==> src/hw/mbox_pkg.sv <==
package mbox_pkg;

    // Mailbox data word and APB byte address
    typedef logic [31:0] mbox_data_t;
    typedef logic [7:0]  mbox_addr_t;

    // Register byte offsets on the APB side
    localparam mbox_addr_t LOCK_OFFSET     = 8'h00;
    localparam mbox_addr_t DLEN_OFFSET     = 8'h04;
    localparam mbox_addr_t DATAIN_OFFSET   = 8'h08;
    localparam mbox_addr_t DATAOUT_OFFSET  = 8'h0C;
    localparam mbox_addr_t EXECUTE_OFFSET  = 8'h10;
    localparam mbox_addr_t CHECKSUM_OFFSET = 8'h14;
    localparam mbox_addr_t STATUS_OFFSET   = 8'h18;

    // Bit positions inside STATUS
    localparam int STATUS_LOCK_BIT = 0;
    localparam int STATUS_EXEC_BIT = 1;

    // Decoded register, encoded as its offset
    typedef enum logic [7:0] {
        REG_LOCK     = 8'h00,
        REG_DLEN     = 8'h04,
        REG_DATAIN   = 8'h08,
        REG_DATAOUT  = 8'h0C,
        REG_EXECUTE  = 8'h10,
        REG_CHECKSUM = 8'h14,
        REG_STATUS   = 8'h18,
        REG_INVALID  = 8'hFF
    } mbox_reg_e;

    // Lock and execute FSM
    typedef enum logic [1:0] {
        MBOX_IDLE    = 2'd0,
        MBOX_LOCKED  = 2'd1,
        MBOX_EXECUTE = 2'd2
    } mbox_state_e;

endpackage

==> src/hw/mbox_sram.sv <==
module mbox_sram #(
    parameter int  MBOX_DEPTH = 16,
    localparam int ADDR_W     = (MBOX_DEPTH > 1) ? $clog2(MBOX_DEPTH) : 1
) (
    input  logic                 core_clk,
    input  logic                 cs,
    input  logic                 we,
    input  logic [ADDR_W-1:0]    addr,
    input  mbox_pkg::mbox_data_t wdata,
    output mbox_pkg::mbox_data_t rdata
);

    mbox_pkg::mbox_data_t mem [MBOX_DEPTH];

    // Single port, write or registered read per cycle
    always_ff @(posedge core_clk) begin
        if (cs) begin
            if (we) begin
                mem[addr] <= wdata;
            end else begin
                rdata <= mem[addr];
            end
        end
    end

endmodule

==> src/hw/mbox_apb_stage.sv <==
module mbox_apb_stage (
    input  logic                 core_clk,
    input  logic                 reset,

    // APB slave
    input  logic                 psel,
    input  logic                 penable,
    input  logic                 pwrite,
    input  mbox_pkg::mbox_addr_t paddr,
    input  mbox_pkg::mbox_data_t pwdata,
    output mbox_pkg::mbox_data_t prdata,
    output logic                 pready,
    output logic                 pslverr,

    // Request towards the control stage
    output logic                 req_valid,
    output mbox_pkg::mbox_reg_e  req_reg,
    output logic                 req_write,
    output mbox_pkg::mbox_data_t req_wdata,

    // Response from the control stage
    input  logic                 rsp_valid,
    input  mbox_pkg::mbox_data_t rsp_rdata,
    input  logic                 rsp_err
);

    typedef enum logic [1:0] {
        APB_IDLE   = 2'd0,
        APB_ISSUED = 2'd1,
        APB_DONE   = 2'd2
    } apb_state_e;

    apb_state_e          state;
    apb_state_e          state_nxt;
    logic                access;
    logic                issue;
    mbox_pkg::mbox_reg_e reg_dec;

    assign access = psel && penable;

    // Only the first access cycle of a transfer issues a request
    assign issue = (state == APB_IDLE) && access;

    // Byte address to register, exact match only
    always_comb begin
        case (paddr)
            mbox_pkg::LOCK_OFFSET:     reg_dec = mbox_pkg::REG_LOCK;
            mbox_pkg::DLEN_OFFSET:     reg_dec = mbox_pkg::REG_DLEN;
            mbox_pkg::DATAIN_OFFSET:   reg_dec = mbox_pkg::REG_DATAIN;
            mbox_pkg::DATAOUT_OFFSET:  reg_dec = mbox_pkg::REG_DATAOUT;
            mbox_pkg::EXECUTE_OFFSET:  reg_dec = mbox_pkg::REG_EXECUTE;
            mbox_pkg::CHECKSUM_OFFSET: reg_dec = mbox_pkg::REG_CHECKSUM;
            mbox_pkg::STATUS_OFFSET:   reg_dec = mbox_pkg::REG_STATUS;
            default:                   reg_dec = mbox_pkg::REG_INVALID;
        endcase
    end

    always_comb begin
        state_nxt = state;
        case (state)
            APB_IDLE: begin
                if (access) begin
                    state_nxt = APB_ISSUED;
                end
            end
            APB_ISSUED: begin
                if (rsp_valid) begin
                    state_nxt = APB_DONE;
                end
            end
            APB_DONE: begin
                // Host drops penable once pready has been seen
                if (!penable) begin
                    state_nxt = APB_IDLE;
                end
            end
            default: begin
                state_nxt = APB_IDLE;
            end
        endcase
    end

    always_ff @(posedge core_clk) begin
        if (reset) begin
            state     <= APB_IDLE;
            req_valid <= 1'b0;
        end else begin
            state     <= state_nxt;
            req_valid <= issue;
        end
    end

    // Request payload captured once per transfer
    always_ff @(posedge core_clk) begin
        if (issue) begin
            req_reg   <= reg_dec;
            req_write <= pwrite;
            req_wdata <= pwdata;
        end
    end

    // Response only shows on the bus in the pready cycle
    assign pready  = rsp_valid;
    assign pslverr = rsp_valid && rsp_err;
    assign prdata  = rsp_valid ? rsp_rdata : '0;

endmodule

==> src/hw/mbox_ctrl.sv <==
module mbox_ctrl #(
    parameter int  MBOX_DEPTH = 16,
    localparam int ADDR_W     = (MBOX_DEPTH > 1) ? $clog2(MBOX_DEPTH) : 1
) (
    input  logic                 core_clk,
    input  logic                 reset,

    // Request from the APB stage
    input  logic                 req_valid,
    input  mbox_pkg::mbox_reg_e  req_reg,
    input  logic                 req_write,
    input  mbox_pkg::mbox_data_t req_wdata,

    // Response, one cycle after the request
    output logic                 rsp_valid,
    output mbox_pkg::mbox_data_t rsp_rdata,
    output logic                 rsp_err,

    // Storage port
    output logic                 sram_cs,
    output logic                 sram_we,
    output logic [ADDR_W-1:0]    sram_addr,
    output mbox_pkg::mbox_data_t sram_wdata,
    input  mbox_pkg::mbox_data_t sram_rdata,

    output logic                 mailbox_data_avail,
    output logic                 mailbox_lock
);

    // Count has to reach MBOX_DEPTH itself
    localparam int CNT_W = $clog2(MBOX_DEPTH + 1);

    typedef logic [CNT_W-1:0] cnt_t;

    mbox_pkg::mbox_state_e state;
    mbox_pkg::mbox_state_e state_nxt;
    cnt_t                  count;
    cnt_t                  count_nxt;
    cnt_t                  rd_ptr;
    cnt_t                  rd_ptr_nxt;
    mbox_pkg::mbox_data_t  checksum;
    mbox_pkg::mbox_data_t  checksum_nxt;
    mbox_pkg::mbox_data_t  status;
    mbox_pkg::mbox_data_t  rdata_nxt;
    mbox_pkg::mbox_data_t  rsp_rdata_q;
    logic                  err_nxt;
    logic                  rsp_from_sram;
    logic                  din_ok;
    logic                  dout_ok;

    // Accepted storage accesses
    assign din_ok = req_valid && req_write && (req_reg == mbox_pkg::REG_DATAIN) &&
                    (state == mbox_pkg::MBOX_LOCKED) && (count < cnt_t'(MBOX_DEPTH));
    assign dout_ok = req_valid && !req_write && (req_reg == mbox_pkg::REG_DATAOUT) &&
                     (rd_ptr < count);

    always_comb begin
        status = '0;
        status[mbox_pkg::STATUS_LOCK_BIT] = (state != mbox_pkg::MBOX_IDLE);
        status[mbox_pkg::STATUS_EXEC_BIT] = (state == mbox_pkg::MBOX_EXECUTE);
    end

    always_comb begin
        state_nxt    = state;
        count_nxt    = count;
        rd_ptr_nxt   = rd_ptr;
        checksum_nxt = checksum;
        rdata_nxt    = '0;
        err_nxt      = 1'b0;

        if (req_valid) begin
            case (req_reg)
                mbox_pkg::REG_LOCK: begin
                    if (req_write) begin
                        // Release clears everything
                        state_nxt    = mbox_pkg::MBOX_IDLE;
                        count_nxt    = '0;
                        rd_ptr_nxt   = '0;
                        checksum_nxt = '0;
                    end else if (state == mbox_pkg::MBOX_IDLE) begin
                        state_nxt = mbox_pkg::MBOX_LOCKED;
                    end else begin
                        rdata_nxt = 32'd1;
                    end
                end
                mbox_pkg::REG_DLEN: begin
                    if (req_write) begin
                        err_nxt = 1'b1;
                    end else begin
                        rdata_nxt = mbox_pkg::mbox_data_t'(count);
                    end
                end
                mbox_pkg::REG_DATAIN: begin
                    if (din_ok) begin
                        count_nxt    = count + cnt_t'(1);
                        checksum_nxt = checksum + req_wdata;
                    end else if (req_write) begin
                        // No lock, in execute, or full
                        err_nxt = 1'b1;
                    end
                    // Write-only, reads return zero
                end
                mbox_pkg::REG_DATAOUT: begin
                    if (dout_ok) begin
                        rd_ptr_nxt = rd_ptr + cnt_t'(1);
                    end else begin
                        err_nxt = 1'b1;
                    end
                end
                mbox_pkg::REG_EXECUTE: begin
                    if (!req_write) begin
                        rdata_nxt[0] = status[mbox_pkg::STATUS_EXEC_BIT];
                    end else if (state == mbox_pkg::MBOX_IDLE) begin
                        err_nxt = 1'b1;
                    end else if ((state == mbox_pkg::MBOX_LOCKED) && req_wdata[0]) begin
                        state_nxt = mbox_pkg::MBOX_EXECUTE;
                    end else if ((state == mbox_pkg::MBOX_EXECUTE) && !req_wdata[0]) begin
                        state_nxt = mbox_pkg::MBOX_LOCKED;
                    end
                end
                mbox_pkg::REG_CHECKSUM: begin
                    if (req_write) begin
                        err_nxt = 1'b1;
                    end else begin
                        rdata_nxt = checksum;
                    end
                end
                mbox_pkg::REG_STATUS: begin
                    if (req_write) begin
                        err_nxt = 1'b1;
                    end else begin
                        rdata_nxt = status;
                    end
                end
                default: begin
                    err_nxt = 1'b1;
                end
            endcase
        end
    end

    always_ff @(posedge core_clk) begin
        if (reset) begin
            state     <= mbox_pkg::MBOX_IDLE;
            count     <= '0;
            rd_ptr    <= '0;
            checksum  <= '0;
            rsp_valid <= 1'b0;
        end else begin
            state     <= state_nxt;
            count     <= count_nxt;
            rd_ptr    <= rd_ptr_nxt;
            checksum  <= checksum_nxt;
            rsp_valid <= req_valid;
        end
    end

    always_ff @(posedge core_clk) begin
        rsp_rdata_q   <= rdata_nxt;
        rsp_err       <= err_nxt;
        rsp_from_sram <= dout_ok;
    end

    // Storage read data lands in the response cycle
    assign rsp_rdata = rsp_from_sram ? sram_rdata : rsp_rdata_q;

    // Write goes to the count slot, read to the read pointer
    assign sram_cs    = din_ok || dout_ok;
    assign sram_we    = din_ok;
    assign sram_addr  = din_ok ? count[ADDR_W-1:0] : rd_ptr[ADDR_W-1:0];
    assign sram_wdata = req_wdata;

    assign mailbox_lock       = status[mbox_pkg::STATUS_LOCK_BIT];
    assign mailbox_data_avail = status[mbox_pkg::STATUS_EXEC_BIT];

endmodule

==> src/hw/mbox_top.sv <==
module mbox_top #(
    parameter int MBOX_DEPTH = 16
) (
    input  logic                 core_clk,
    input  logic                 reset,

    // APB host port
    input  logic                 psel,
    input  logic                 penable,
    input  logic                 pwrite,
    input  mbox_pkg::mbox_addr_t paddr,
    input  mbox_pkg::mbox_data_t pwdata,
    output mbox_pkg::mbox_data_t prdata,
    output logic                 pready,
    output logic                 pslverr,

    output logic                 mailbox_data_avail,
    output logic                 mailbox_lock
);

    localparam int ADDR_W = (MBOX_DEPTH > 1) ? $clog2(MBOX_DEPTH) : 1;

    // APB stage to control
    logic                 req_valid;
    mbox_pkg::mbox_reg_e  req_reg;
    logic                 req_write;
    mbox_pkg::mbox_data_t req_wdata;
    logic                 rsp_valid;
    mbox_pkg::mbox_data_t rsp_rdata;
    logic                 rsp_err;

    // Control to storage
    logic                 sram_cs;
    logic                 sram_we;
    logic [ADDR_W-1:0]    sram_addr;
    mbox_pkg::mbox_data_t sram_wdata;
    mbox_pkg::mbox_data_t sram_rdata;

    mbox_apb_stage apb_stage_i (
        .core_clk  (core_clk),
        .reset     (reset),
        .psel      (psel),
        .penable   (penable),
        .pwrite    (pwrite),
        .paddr     (paddr),
        .pwdata    (pwdata),
        .prdata    (prdata),
        .pready    (pready),
        .pslverr   (pslverr),
        .req_valid (req_valid),
        .req_reg   (req_reg),
        .req_write (req_write),
        .req_wdata (req_wdata),
        .rsp_valid (rsp_valid),
        .rsp_rdata (rsp_rdata),
        .rsp_err   (rsp_err)
    );

    mbox_ctrl #(
        .MBOX_DEPTH (MBOX_DEPTH)
    ) ctrl_i (
        .core_clk           (core_clk),
        .reset              (reset),
        .req_valid          (req_valid),
        .req_reg            (req_reg),
        .req_write          (req_write),
        .req_wdata          (req_wdata),
        .rsp_valid          (rsp_valid),
        .rsp_rdata          (rsp_rdata),
        .rsp_err            (rsp_err),
        .sram_cs            (sram_cs),
        .sram_we            (sram_we),
        .sram_addr          (sram_addr),
        .sram_wdata         (sram_wdata),
        .sram_rdata         (sram_rdata),
        .mailbox_data_avail (mailbox_data_avail),
        .mailbox_lock       (mailbox_lock)
    );

    mbox_sram #(
        .MBOX_DEPTH (MBOX_DEPTH)
    ) sram_i (
        .core_clk (core_clk),
        .cs       (sram_cs),
        .we       (sram_we),
        .addr     (sram_addr),
        .wdata    (sram_wdata),
        .rdata    (sram_rdata)
    );

endmodule

==> config.mk <==
export PLATFORM = sky130hd
export DESIGN_NAME = mbox_top
export DESIGN_NICKNAME = d
export VERILOG_FILES = /design/src/hw/mbox_pkg.sv /design/src/hw/mbox_sram.sv /design/src/hw/mbox_apb_stage.sv /design/src/hw/mbox_ctrl.sv /design/src/hw/mbox_top.sv
export SDC_FILE = /design/constraint.sdc
export NUM_CORES = 1
export LEC_CHECK = 0
export BUFFER_PORTS_ARGS = -buffer_cell sky130_fd_sc_hd__buf_2
export CAP_MARGIN = 15
export CORE_MARGIN = 5
export CORE_UTILIZATION = 65
export CTS_BUF_LIST = sky130_fd_sc_hd__clkbuf_16
export DETAILED_ROUTE_END_ITERATION = 6
export GPL_TIMING_DRIVEN = 0
export PLACE_DENSITY = 0.81
export SYNTH_ARGS = -nofsm -noshare
export SYNTH_HDL_FRONTEND = slang
export SYNTH_SLANG_ARGS = --single-unit
==> constraint.sdc <==
create_clock -name core_clk -period 9.05 [get_ports core_clk]
set_input_delay 0.4525 -clock core_clk [delete_from_list [all_inputs] [get_ports core_clk]]
set_output_delay 0.4525 -clock core_clk [all_outputs]
set_load 0.005 [all_outputs]
==> summary.md <==
| Metric | Value |
|---|---|
| Crit start category | register |
| Max FFs per register | 512 |
| CP peak stage delay | 0.79 ns |
| Area of the core | between 0.03 and 0.04 sq mm |
| Die X | 212 um |
| RSZ-0062 raised after global routing | false |
| Die area | 0.0447 sq mm |
| Worst path slowest cell | nor2b_4 |
| Largest net degree at the start of global routing | 22 |
| P&R area growth vs syn | 14.1% |
| 1st-iter DRT viols | between 2000 and 2500 |
| Via-per-instance ratio | roughly 7 |
| Most used cell, CP | clkbuf_1 |
| Final WL | around 66000 um |
| Top reg by flops | sram_i.mem |
| Post-Synthesis Cells | ~1500 |
| Hold buffers post-CTS | 0 |
| CP cell instances | buf_2 -> nor3_1 -> nand2_1 -> nor2_4 -> clkbuf_1 -> nand3_1 -> o21ai_1 -> buf_4 -> clkbuf_1 -> nor2b_4 -> buf_12 |
| Cts bufs inserted | 66 |
| CTS sink cnt | between 600 and 700 |
| DP HPWL | ~40000 um |
| DR pass1 iterations | 5 |
| # resized after CTS | 0 |
| Via count | 15200 |
| Diode count | 0 |
| Clock insertion delay at the later pin of the skew report | between 0.6 and 0.7 ns |
| Vias in the first global route | about 15000 |
| Die height | approximately 210 um |
| Status | finished clean |
| Final ANT Viol Nets | 0 |
| CP top delay family | simple AND/OR/NAND/NOR gates |
| Count leader, synth | edfxtp_1 |
| Routability cong. | ~0.91 |
| Reg2Reg Setup Slack | 4.14 ns |
| I/O Buffers | 80 |
| Initial Utilization | between 60% and 70% |
| CTS tree | done |
| Synth Warn # | 0 |
| Worst slew pin tran | between 1 and 1.5 ns |
| Slew Limit Fails | 0 |
| Post-synth EDFFs | around 580 |
| Async SR Flop Fraction | 0% |
| Worst Hold Class | in -> reg |
| Share of cells above drive strength 1 | 21.7% |
| Required @ worst endpoint | between 9 and 10 ns |
| Maximum fanout along the worst path | 17 |
| Cell area after synthesis | around 0.026 sq mm |
| Maximum clock path buffer count | 3 |
| Post-route cell area | 0.0301 sq mm |
| Final period util | 54.3% |
| Fillers | around 2100 |
| Top FF cell, synth | edfxtp_1 |
| Total GRT Usage | between 30% and 40% |
| Crit path capture type | register |
| Number of remaining DRC errors | 0 |
| Synth area leaders | edfxtp_1 66%, mux4_2 11%, dfxtp_1 6.2% |
| Leak | around 10 nW |
| Setup TNS Final | 0 ns |
| Peak supply drop | around 180 uV |
| Initial antenna violation count | 0 |
| Placement Setup Slack | between 4 and 5 ns |
| First-pass GRT wire length | between 90000 and 100000 um |
| Seq cells post-synth | around 660 |
| Synth area leader | edfxtp_1 |
| Power per cell area | approximately 200 mW/mm^2 |
| Crit path kind | reg -> reg |
| Reg clk slew, reported paths | about 0.06 ns |
| Final setup fails | 0 |
| DR WL/cell | 29.9 um |
| Final Total Pwr | between 6 and 7 mW |
| Nets | 1722 |
| Footprint of the multi-input gates | 0.00709 sq mm |
| Cell Area, Placed | between 0.02 and 0.03 sq mm |
| Achievable frequency | 204 MHz |
| CP Buf/Inv Count | 5 |
| Fin worst setup slack | about 4.1 ns |
| Share of the synthesized area in the top cell type | ~66% |
| Seq/Total Area, Yosys | between 70 and 80% |
| Syn_nets | between 1500 and 2000 |
| Root Buffer | clkbuf_16 |
| Critical path data arrival time | about 5.2 ns |
| Worst clock skew | between 0.02 and 0.03 ns |
| Row count | 73 |
| CTS H-Tree Depth | 3 |
| Num ports | 81 |
| Register area | around 0.019 sq mm |
| Tmin final | roughly 4.9 ns |
| Hold Slack | 0.0230 ns |
| Final Hold Viols | 0 |
| Post-CTS Setup Bufs | 0 |
| Slew HR | 15.5% |
| GR Overflow Total | 0 |
| Post-synth cell types | 70 |
| Mapped Avg Cell Area | roughly 18 sq um |
| Max_cap viols | 0 |
| Top cells by count, synth | 581 x edfxtp_1, 128 x mux4_2, 84 x a22oi_1 |
-- layout by cell type, fill, tap and decap left out, drive strengths merged, types with 31 or more instances in the layout --
cell type / count
nor2: 62
nor2b: 47
clkbuf: 109
nand2: 67
buf: 130
mux2i: 38
ha: 37
inv: 42
a22oi: 84
dfxtp: 82
and2: 31
mux4: 128
edfxtp: 581
-- stage by stage --
| step | std cells | util (%) |
|---|---|---|
| final | 2217 | 75.4 |
| after global routing | 2217 | 75.4 |
| after CTS | 2215 | 75.4 |
| after detailed placement | 2094 | 70.2 |
| after global placement | 2073 | 68.8 |
| after floorplan | 1468 | - |
-- routing by layer --
metal  GRT usage [%]  share of wire, %
met1            42.0                37
met2            47.2                47
met3            7.44                11
met4            12.2               4.3
met5               0                 0
-- worst reg2reg max path, stage by stage (launching register included) --
cell and delay, ns:
edfxtp_1 0.37, buf_2 0.17, nor3_1 0.46, nand2_1 0.30
nor2_4 0.26, clkbuf_1 0.44, nand3_1 0.15, o21ai_1 0.45
buf_4 0.30, clkbuf_1 0.65, nor2b_4 0.79, buf_12 0.28
-- area by class of cell --
cell class	count	share of cell area, %
sequential	663	63.4
multi-input combinational	720	23.5
clock buffer	67	5.57
timing repair buffer	103	2.81
tap	525	2.18
clock inverter	54	1.36
buffer	69	0.951
inverter	16	0.199
-- cells by family after synthesis --
logic type	after synthesis	share of synthesized area, %
AO/OA/AOI/OAI	209	5.76
XOR/XNOR	32	1.06
adder cells (fa/ha/maj)	38	1.83
buffers and inverters	85	1.31
flip-flops	663	72.3
multiplexers	168	12.4
AND/OR/NAND/NOR	273	5.29
-- path summary, 6_finish.rpt --
kind / cells after the start / startpoint / to
worst max-delay path: 11 / apb_stage_i.req_reg[2] / sram_i.mem[9][26]
worst min-delay path: 1 / pwdata[15] / apb_stage_i.req_wdata[15]
worst max register to register: 11 / apb_stage_i.req_reg[2] / sram_i.mem[9][26]
worst min register to register: 2 / ctrl_i.checksum[30] / ctrl_i.checksum[30]
-- report_power, final --
part           internal [mW]  switching, mW  leakage [nW]
Combinational         0.0213         0.0309          3.35
Clock                   1.50           1.13          1.08
Sequential              3.32         0.0294          5.89
Total                   4.84           1.19          10.3
No activity file was read; power rests on OpenSTA's default activity.
